<file path="src/hw/conv_defines.svh">
`ifndef CONV_DEFINES_SVH
`define CONV_DEFINES_SVH

// pe grid is ARRAY_DIM x ARRAY_DIM, rows are input channels
`define ARRAY_DIM 4

`define IFMAP_WIDTH 16
`define WEIGHT_WIDTH 16
`define OFMAP_WIDTH 32

// vectors per ifmap bank
`define BANK_VECTORS 8

`endif
</file>
<file path="src/hw/conv_pkg.sv">
`include "conv_defines.svh"

package conv_pkg;

  // one word per input channel
  typedef logic [`ARRAY_DIM-1:0][`IFMAP_WIDTH-1:0] ifmap_vec_t;

  // weights of one input channel, one per output channel
  typedef logic [`ARRAY_DIM-1:0][`WEIGHT_WIDTH-1:0] weight_row_t;

  typedef logic [`ARRAY_DIM-1:0][`OFMAP_WIDTH-1:0] psum_vec_t; // by output channel

  typedef enum logic [1:0] {
    IDLE,
    PRELOAD,
    STREAM,
    DRAIN
  } seq_state_e;

endpackage

</file>
<file path="src/hw/ofmap_serializer.sv">
`timescale 1ns/1ps
`include "conv_defines.svh"

module ofmap_serializer (
  input  logic                     clk,
  input  logic                     rst_n,
  input  logic                     result_vld,
  input  conv_pkg::psum_vec_t      result,
  input  logic                     ofmap_rdy,
  output logic [`OFMAP_WIDTH-1:0]  ofmap_dat,
  output logic                     ofmap_vld,
  output logic                     busy
);

  localparam int IDX_W = $clog2(`ARRAY_DIM);

  conv_pkg::psum_vec_t hold;
  logic [IDX_W-1:0]    word_idx;
  logic                busy_q;

  always_ff @(posedge clk or negedge rst_n) begin
    if (!rst_n) begin
      hold     <= '0;
      word_idx <= '0;
      busy_q   <= 1'b0;
    end else if (result_vld) begin
      hold     <= result;
      word_idx <= '0;
      busy_q   <= 1'b1;
    end else if (busy_q && ofmap_rdy) begin
      if (word_idx == IDX_W'(`ARRAY_DIM - 1)) busy_q <= 1'b0; // last channel sent
      word_idx <= word_idx + 1'b1;
    end
  end

  assign ofmap_dat = hold[word_idx];
  assign ofmap_vld = busy_q;
  assign busy      = busy_q;

endmodule

</file>
<file path="config.mk">
export PLATFORM = sky130hd
export DESIGN_NAME = ofmap_serializer
export DESIGN_NICKNAME = d
export VERILOG_FILES = /design/src/hw/conv_pkg.sv /design/src/hw/ofmap_serializer.sv
export VERILOG_INCLUDE_DIRS = /design/src /design/src/hw
export SDC_FILE = /design/constraint.sdc
export NUM_CORES = 1
export LEC_CHECK = 0
export BUFFER_PORTS_ARGS = -buffer_cell sky130_fd_sc_hd__buf_2
export CAP_MARGIN = 5
export CORE_ASPECT_RATIO = 1.25
export CORE_UTILIZATION = 45
export CTS_CLUSTER_DIAMETER = 40
export CTS_CLUSTER_SIZE = 8
export DETAILED_ROUTE_END_ITERATION = 16
export HOLD_SLACK_MARGIN = 0.03
export PLACE_DENSITY_LB_ADDON = 0.25
export SLEW_MARGIN = 20
export SYNTH_ARGS = -nofsm -noshare
export SYNTH_HDL_FRONTEND = slang
export SYNTH_SLANG_ARGS = --single-unit
</file>
<file path="constraint.sdc">
create_clock -name clk -period 2.3 [get_ports clk]
set_input_delay 0.69 -clock clk [delete_from_list [all_inputs] [get_ports clk]]
set_output_delay 0.69 -clock clk [all_outputs]
set_load 0.005 [all_outputs]
</file>
==> flow_summary_export.csv, run 1 <==
group,metric,value,unit
status,outcome,"finished, violations left",
status,violations,"negative setup slack",
setup_path,path_class,"reg2out",
route,vias,3433,
sta,tightestPinTransition,0.420,ns
logic_synthesis,syn_area,0.00575,mm2
finish,drive_gt1_share,73.3,%
route,totalWireLength,11700,um
setup_path,crit_start,"word_idx[0]",
logic_synthesis,yosysTopAreaCell,"dfrtp_1",
placed_design,place_area,0.00670,mm2
clock_tree,cts_tree,"built",
route,drtPass1Iterations,4,
power_and_ir_drop,power.total,6.31,mW
grt,grt_use_total,19.7,%
floorplan,fp.coreArea,0.0123,mm2
clock_tree,path_clk_slew,0.06,ns
floorplan,initial_core_util,46.6,%
clock_tree,cts_made_buffers,17,
sta,timing_max_transition_violations_final,0,
logic_synthesis,syn_area_per_cell,17.8,um2
logic_synthesis,synth_common_cells,"131 x dfrtp_1, 128 x mux2_2, 28 x mux4_2, 11 x buf_6, 8 x buf_2",
logic_synthesis,syn_inst,324,
clock_tree,max-clock-path-buffers,2,
sta,max-slew-margin-rel,72.0,%
sta,finClkSkew,0.00435,ns
min_path,hp-class,"in2async",
grt,grt_pass1_vias,3758,
floorplan,ios,166,
route,drc,0,
placed_design,dp_slack,0.245,ns
power_and_ir_drop,ir_drop,0.443,mV
clock_tree,cts_sinks,131,
logic_synthesis,synth.most_common_cell,"dfrtp_1",
logic_synthesis,synthTopCellsByArea,"dfrtp_1 57%, mux2_2 25%, mux4_2 11%",
setup_path,cp-end-kind,"output pin",
grt,overflow,0,
sta,min_period,2.45,ns
power_and_ir_drop,p_leak,3.29,nW
sta,hold_viol_final,0,
clock_tree,clk_latency,0.41,ns
power_and_ir_drop,power.density,849,mW/mm2
grt,use_met1,23.8,%
setup_path,cp.required,1.61,ns
route,via_per_inst,5.08,
grt,use_met2,33.1,%
power_and_ir_drop,intPower,4.90,mW
placed_design,place_congestion,0.730,
finish,nNetsFinal,630,
power_and_ir_drop,switchingPower,1.41,mW
sta,setup_viol,32,
sta,setup_ws,-0.152,ns
grt,grt.busiest_layer,"met2",
setup_path,crit_fanout,7,
clock_tree,h-tree-depth,4,
finish,final_area,0.00743,mm2
setup_path,reg2reg_from,"word_idx[0]",
power_and_ir_drop,seqPwrFrac,42.0,%
clock_tree,cts_hold_buf,0,
route,wl_per_cell,17.4,um
logic_synthesis,ys.flop_type,"dfrtp_1",
logic_synthesis,syn_nets,457,
placed_design,port_buffers,165,
finish,nFillCells,999,
grt,grt_max_degree,63,
setup_path,start_kind,"flip-flop",
placed_design,hpwl,7990,um
floorplan,die_x,103,um
logic_synthesis,ys_async_sr_fraction,100,%
floorplan,die_height,128,um
logic_synthesis,ys_ff_latch,131,
logic_synthesis,synth.top_cell.area_share,57.0,%
route,ant_nets,0,
logic_synthesis,synth_edf_count,0,
power_and_ir_drop,comb_power_share,13.4,%
run,maxCapViolCount,0,
grt,grt_first_pass_wirelength,18900,um
sta,max_freq,0.408,GHz
floorplan,rows,45,
floorplan,die-area,0.0132,mm2
sta,rsz0062_at_grt,"yes",
power_and_ir_drop,clock_power_share,44.5,%
logic_synthesis,ys_seq_area_share,57.0,%
setup_path,cp.arrival,1.76,ns
sta,tns,-3.20,ns
power_and_ir_drop,swShare,22.3,%
logic_synthesis,ys_types,17,
grt,antenna_found_initial,1,
finish,area_growth,29.2,%
route,drt_iter0_drc,80,
logic_synthesis,ys_warn_count,0,
grt,gr-usage-met3,5.70,%
sta,period_share,107,%
clock_tree,cts-root-buf,"clkbuf_16",
==> layout make-up <==
cell class                 count  area, um2  share of cell area, %
multi-input combinational    169       2230                   30.0
clock buffer                  21        480                   6.47
tap                          164        205                   2.76
antenna                        2       5.00                 0.0674
timing repair buffer         178       1080                   14.5
sequential                   131       3280                   44.1
clock inverter                11        150                   2.02
==> registers in the layout, summed over array words and instances (netlist names) <==
signal and cells:
hold 128, busy 1, word_idx 2
==> cell usage in the layout, fill, tap and decap left out <==
cell type and n:
bufinv_16 3, mux4_2 32, mux2_2 128, a21oi_1 2
buf_16 2, buf_4 5, ha_1 1, a21bo_2 2
inv_6 1, clkbuf_16 17, buf_6 2, clkbuf_8 4
buf_2 161, nand3_1 1, a21o_1 1, clkinv_4 1
dfrtp_1 129, nand2_1 1, buf_12 8, clkinv_2 1
clkinvlp_4 5, nand3b_1 1, diode_2 2, dfrtp_2 2
==> through the flow <==
| step | utilization (%) | hold slack (ns) | cells |
|---|---|---|---|
| floorplan | - | 0.394 | 324 |
| global placement | 54.4 | 0.483 | 638 |
| detailed placement | 54.4 | 0.491 | 638 |
| CTS | 60.2 | 0.209 | 674 |
| global route | 60.2 | 0.231 | 675 |
| finish | 60.3 | 0.215 | 676 |
==> routing by layer <==
metal  wire, um  up-vias
met3        580       15
met4        198        0
met5          0        -
met2       6240       99
met1       4720     1757
li1           -     1562
==> worst paths after layout <==
path / endpoint / slack, ns / cells past startpoint
min: hold[118] / 0.22 / 1
max: ofmap_dat[13] / -0.15 / 4
min in group clk: hold[79] / 0.50 / 1
max reg2reg: word_idx[1] / 0.84 / 6
max in group asynchronous: word_idx[1] / 1.39 / 2
min reg2reg: hold[79] / 0.50 / 1
==> repair_timing <==
item | CTS | global route
endpoints found under the setup margin | 32 | 32
setup buffers | 2 | 0
gates cloned | 2 | 0
gates resized for setup | 10 | 1
==> worst max-delay path, cell delays in order (launching register included) <==
cell	delay, ns
dfrtp_2	0.44
buf_12	0.14
buf_16	0.14
mux4_2	0.49
buf_2	0.14
==> power by group through the flow <==
stage / registers (mW) / logic, mW / clock network, mW
after floorplan: 2.64 / 0.522 / 0
after CTS: 2.65 / 0.863 / 2.88
after global routing: 2.68 / 0.931 / 2.98
after global placement: 2.67 / 0.798 / 0
final: 2.65 / 0.847 / 2.81
after detailed placement: 2.69 / 0.822 / 0
==> cells by family (layout without fill, tap and decap cells) <==
| kind of cell | after synthesis | count (layout) | synth area share (%) |
|---|---|---|---|
| AO/OA/AOI/OAI | 5 | 5 | 0.653 |
| adder cells (fa/ha/maj) | 1 | 1 | 0.217 |
| buffers and inverters | 24 | 210 | 4.00 |
| flip-flops | 131 | 131 | 57.0 |
| multiplexers | 160 | 160 | 37.9 |
| other | 0 | 2 | 0 |
| AND/OR/NAND/NOR | 3 | 3 | 0.283 |
(Power assumes the default switching activity.)
==> inputs of run 2 (changes only) <==
- PLACE_DENSITY_LB_ADDON: 0.25 -> 0.3
==> run 2 against run 1 <==
Critical path type unchanged. First-iteration DRC count increased by 39%. Clock power down 13%. Wire length down 1.9%. The run still ends with negative setup slack left. Clock skew fell by 0.0017 ns.
==> flow_summary_export.csv, run 2 (synthesis gave the netlist of run 1 again) <==
group,metric,value,unit
status,outcome,"finished, violations left",
status,violations,"negative setup slack",
sta,tns,-1.91,ns
sta,finClkSkew,0.00266,ns
setup_path,cp.required,1.61,ns
clock_tree,max-clock-path-buffers,2,
placed_design,port_buffers,165,
setup_path,crit_chain,"buf_12 -> mux4_2 -> buf_6",
placed_design,dp_cells,636,
setup_path,reg2regPathDepth,4,
clock_tree,path_clk_slew,0.06,ns
grt,antenna_found_initial,2,
clock_tree,clk_latency,0.41,ns
floorplan,die_height,128,um
clock_tree,cts_tree,"built",
sta,max_freq,0.420,GHz
grt,grt_use_total,19.4,%
finish,mostFrequentLayoutCell,"buf_2",
finish,multiInputGateArea,0.00223,mm2
finish,area_growth,25.9,%
route,ant_nets,0,
setup_path,crit_buf_inv,2,
power_and_ir_drop,power.density,817,mW/mm2
setup_path,crit_start,"word_idx[0]",
setup_path,cp-end-kind,"output pin",
grt,grt_first_pass_wirelength,18900,um
finish,drive_gt1_share,72.0,%
floorplan,ios,166,
setup_path,path_class,"reg2out",
route,drc,0,
clock_tree,cts_made_buffers,17,
route,vias,3457,
grt,grt_pass1_vias,3835,
finish,largest_reg_flops,128,
finish,regArea,0.00328,mm2
clock_tree,cts_hold_buf,0,
setup_path,rrSetupSlack,1.11,ns
route,via_per_inst,5.17,
sta,hold_viol_final,0,
sta,min_period,2.38,ns
floorplan,fp.coreArea,0.0123,mm2
sta,setup_ws,-0.0828,ns
clock_tree,cts_sinks,131,
finish,mostFrequentLayoutCells,"161 x buf_2, 129 x dfrtp_1, 128 x mux2_2",
grt,overflow,0,
sta,period_share,104,%
setup_path,crit_fanout,19,
setup_path,path_depth,3,
sta,tightestPinTransition,0.701,ns
route,drt_iter0_drc,111,
floorplan,die_x,103,um
clock_tree,h-tree-depth,4,
route,wl_per_cell,17.2,um
grt,grt_max_degree,132,
floorplan,die-area,0.0132,mm2
min_path,hp-class,"in2async",
sta,setup_viol,32,
finish,nFillCells,973,
setup_path,crit_family,"multiplexers",
finish,nNetsFinal,624,
placed_design,place_congestion,0.720,
setup_path,max_stage_delay,0.53,ns
placed_design,dp_slack,0.285,ns
power_and_ir_drop,p_leak,3.21,nW
finish,fin_cells,669,
setup_path,rr_endpoint,"word_idx[1]",
setup_path,endpoint,"ofmap_dat[18]",
setup_path,start_kind,"flip-flop",
clock_tree,cts-root-buf,"clkbuf_16",
setup_path,critPathSlowestCell,"mux4_2",
floorplan,initial_core_util,46.6,%
sta,rsz0062_at_grt,"yes",
floorplan,rows,45,
power_and_ir_drop,ir_drop,0.374,mV
power_and_ir_drop,power.total,5.92,mW
finish,largest-register,"hold",
finish,post-route-util,58.7,%
sta,timing_max_transition_violations_final,0,
route,totalWireLength,11500,um
placed_design,hpwl,8030,um
setup_path,cp.arrival,1.69,ns
setup_path,reg2reg_from,"word_idx[0]",
sta,max-slew-margin-rel,53.3,%
route,drtPass1Iterations,4,
run,maxCapViolCount,0,
## run 2: changes by cell type in the layout (fill, tap and decap cells not counted), sizes merged
cell,previous run,this run
diode,2,1
clkbuf,21,23
buf,178,172
inv,1,0
clkinvlp,5,2
bufinv,3,1
clkinv,2,6
## run 2: worst min-delay path by stage
stage,start,to,depth (start not counted)
after floorplan,rst_n,busy,0
after global placement,hold[95],hold[95],1
after detailed placement,hold[76],hold[76],1
after CTS,rst_n,hold[86],2
after global routing,rst_n,hold[54],2
final,rst_n,hold[54],2
## run 2: worst register-to-register path, cell delays in order (launching register included)
cell,delay [ns]
dfrtp_2,0.43
buf_12,0.18
ha_1,0.29
nand3_1,0.07
a21oi_1,0.14
## run 2: cell type report
type                            count  area share, %
Sequential cell                   131           45.3
Multi-Input combinational cell    169           30.8
Timing Repair Buffer              172           13.6
Clock buffer                       23           6.32
Tap cell                          164           2.83
Clock inverter                      9           1.14
Antenna cell                        1         0.0346
## run 2: routing by layer
metal  GRT usage [%]  wire (um)  vias up
met5               0          8        -
met4            8.04        224        2
met3            5.43        597       21
met2            32.7       6210      100
met1            23.2       4470     1783
li1                -          -     1551
## run 2: what timing repair did
action / 4_1_cts / 5_1_grt
buffers inserted: 0 / 0
hold endpoints to repair: 0 / 0
setup endpoints to repair: 32 / 32
gates resized for setup: 5 / 1
## run 2: through the flow
stage | area (um2) | hold slack [ns]
2_1_floorplan | 5750 | 0.394
3_3_place_gp | 6700 | 0.483
3_5_place_dp | 6700 | 0.490
4_1_cts | 7230 | 0.422
5_1_grt | 7240 | 0.451
6_report | 7240 | 0.373
## run 2: power breakdown
group          leakage [nW]  switching (mW)  internal, mW
clock network         0.261           0.940          1.51
registers              1.53           0.119          2.54
logic                  1.42           0.297         0.516
total                  3.21            1.36          4.56
==> inputs of run 3 (changes only) <==
- CORE_ASPECT_RATIO: 1.25 -> unset
==> run 3 against run 2 <==
The flow still finishes with violations (negative setup slack). Utilization rose by 0.61 points. Die area hardly changed. Register-to-register slack about the same. Power is 0.73% lower. First-iteration DRC count is 9.0% higher. Wire length down 1.6%. Clock skew fell by 0.0026 ns. Global-route usage shrank 0.37 points. Worst setup slack got worse by 0.0068 ns. Critical path depth did not move. Sequential power hardly changed. Largest power group unchanged. Highest routed layer is now met4.
==> flow_summary_export.csv, run 3 (synthesis gave the netlist of run 1 again) <==
group,metric,value,unit
clock_tree,clk_latency,0.41,ns
setup_path,cp.required,1.61,ns
power_and_ir_drop,ir_drop,0.740,mV
status,outcome,"finished, violations left",
floorplan,die-area,0.0132,mm2
grt,grt_use_total,19.0,%
setup_path,critPathSlowestCell,"mux4_2",
route,drc,0,
setup_path,reg2reg_from,"word_idx[1]",
setup_path,crit_chain,"buf_12 -> mux4_2 -> buf_2",
setup_path,path_class,"reg2out",
finish,multiInputGateArea,0.00223,mm2
route,wl_per_cell,16.8,um
sta,holdWs,0.228,ns
setup_path,rrSetupSlack,1.10,ns
power_and_ir_drop,power.density,811,mW/mm2
setup_path,cp.arrival,1.70,ns
floorplan,fp.coreArea,0.0122,mm2
setup_path,max_stage_delay,0.53,ns
sta,min_period,2.39,ns
setup_path,start_kind,"flip-flop",
finish,nNetsFinal,626,
placed_design,place_congestion,0.697,
finish,mostFrequentLayoutCells,"162 x buf_2, 129 x dfrtp_1, 128 x mux2_2",
clock_tree,h-tree-depth,4,
sta,period_share,104,%
grt,grt_max_degree,69,
sta,tightestPinTransition,0.457,ns
clock_tree,cts_setup_buffers,0,
floorplan,die_height,115,um
finish,regArea,0.00328,mm2
route,totalWireLength,11300,um
route,vias,3396,
finish,nFillCells,1016,
grt,antenna_found_initial,0,
grt,grt_first_pass_wirelength,18600,um
min_path,hp-class,"in2async",
setup_path,crit_family,"multiplexers",
placed_design,dp_cells,642,
floorplan,initial_core_util,47.1,%
setup_path,rr_endpoint,"word_idx[1]",
status,violations,"negative setup slack",
sta,max_freq,0.418,GHz
power_and_ir_drop,power.total,5.87,mW
placed_design,hpwl,7920,um
route,via_per_inst,5.05,
finish,area_growth,26.0,%
floorplan,die_x,115,um
grt,grt_pass1_vias,3737,
sta,rsz0062_at_grt,"yes",
clock_tree,cts_sinks,131,
floorplan,rows,40,
sta,timing_max_transition_violations_final,0,
clock_tree,cts-root-buf,"clkbuf_16",
clock_tree,path_clk_slew,0.05,ns
finish,drive_gt1_share,72.3,%
sta,finClkSkew,0.0000347,ns
finish,mostFrequentLayoutCell,"buf_2",
power_and_ir_drop,p_leak,3.23,nW
floorplan,ios,166,
sta,max-slew-margin-rel,69.5,%
clock_tree,max-clock-path-buffers,2,
setup_path,crit_buf_inv,2,
finish,largest_reg_flops,128,
run,maxCapViolCount,0,
placed_design,dp_slack,0.288,ns
setup_path,cp-end-kind,"output pin",
route,drtPass1Iterations,4,
placed_design,port_buffers,165,
finish,insertedDiodeCount,0,
finish,final_area,0.00725,mm2
route,drt_iter0_drc,121,
clock_tree,cts_made_buffers,17,
finish,fin_cells,673,
setup_path,reg2regPathDepth,4,
clock_tree,cts_tree,"built",
route,ant_nets,0,
finish,largest-register,"hold",
sta,setup_viol,32,
sta,setup_ws,-0.0896,ns
setup_path,crit_fanout,19,
placed_design,place_area,0.00672,mm2
grt,overflow,0,
sta,hold_viol_final,0,
run 3: changes by cell type in the layout (fill, tap and decap cells not counted), moves of 2 or more:
cell        change
buf_4           +2
clkbuf_8        +4
clkinv_4        -2
clkinvlp_4      -2
run 3: worst max-delay path by stage:
stage | startpoint | to | slack (ns) | depth (start not counted)
2_1_floorplan | word_idx[0] | ofmap_dat[17] | 0.47 | 3
3_3_place_gp | word_idx[0] | ofmap_dat[27] | 0.32 | 3
3_5_place_dp | word_idx[0] | ofmap_dat[26] | 0.29 | 3
4_1_cts | word_idx[0] | ofmap_dat[9] | -0.14 | 3
5_1_grt | word_idx[0] | ofmap_dat[4] | -0.17 | 3
6_report | word_idx[0] | ofmap_dat[9] | -0.09 | 3
run 3: layout make-up:
| type | count | area share [%] |
|---|---|---|
| Multi-Input combinational cell | 169 | 30.8 |
| Tap cell | 168 | 2.90 |
| Timing Repair Buffer | 174 | 13.7 |
| Sequential cell | 131 | 45.3 |
| Clock buffer | 26 | 7.03 |
| Clock inverter | 5 | 0.345 |
run 3: metal layers:
| layer | vias up | routed length, um | global-route usage (%) |
|---|---|---|---|
| met5 | - | 0 | 0 |
| met4 | 0 | 206 | 7.71 |
| li1 | 1551 | - | - |
| met2 | 122 | 5310 | 29.7 |
| met3 | 22 | 841 | 8.01 |
| met1 | 1701 | 4970 | 23.3 |
run 3: what timing repair did:
action,CTS,global route
hold buffers,0,0
setup endpoints to repair,32,32
gates resized for setup,4,1
run 3: report_power, final:
part	internal, mW	total [mW]	switching [mW]
registers	2.54	2.65	0.114
logic	0.515	0.813	0.298
clock network	1.50	2.41	0.906
total	4.56	5.87	1.32
run 3: stage by stage:
stage	setup TNS (ns)	util, %
2_1_floorplan	0	-
3_3_place_gp	0	55.0
3_5_place_dp	0	55.0
4_1_cts	-3.49	59.3
5_1_grt	-4.42	59.3
6_report	-2.07	59.3
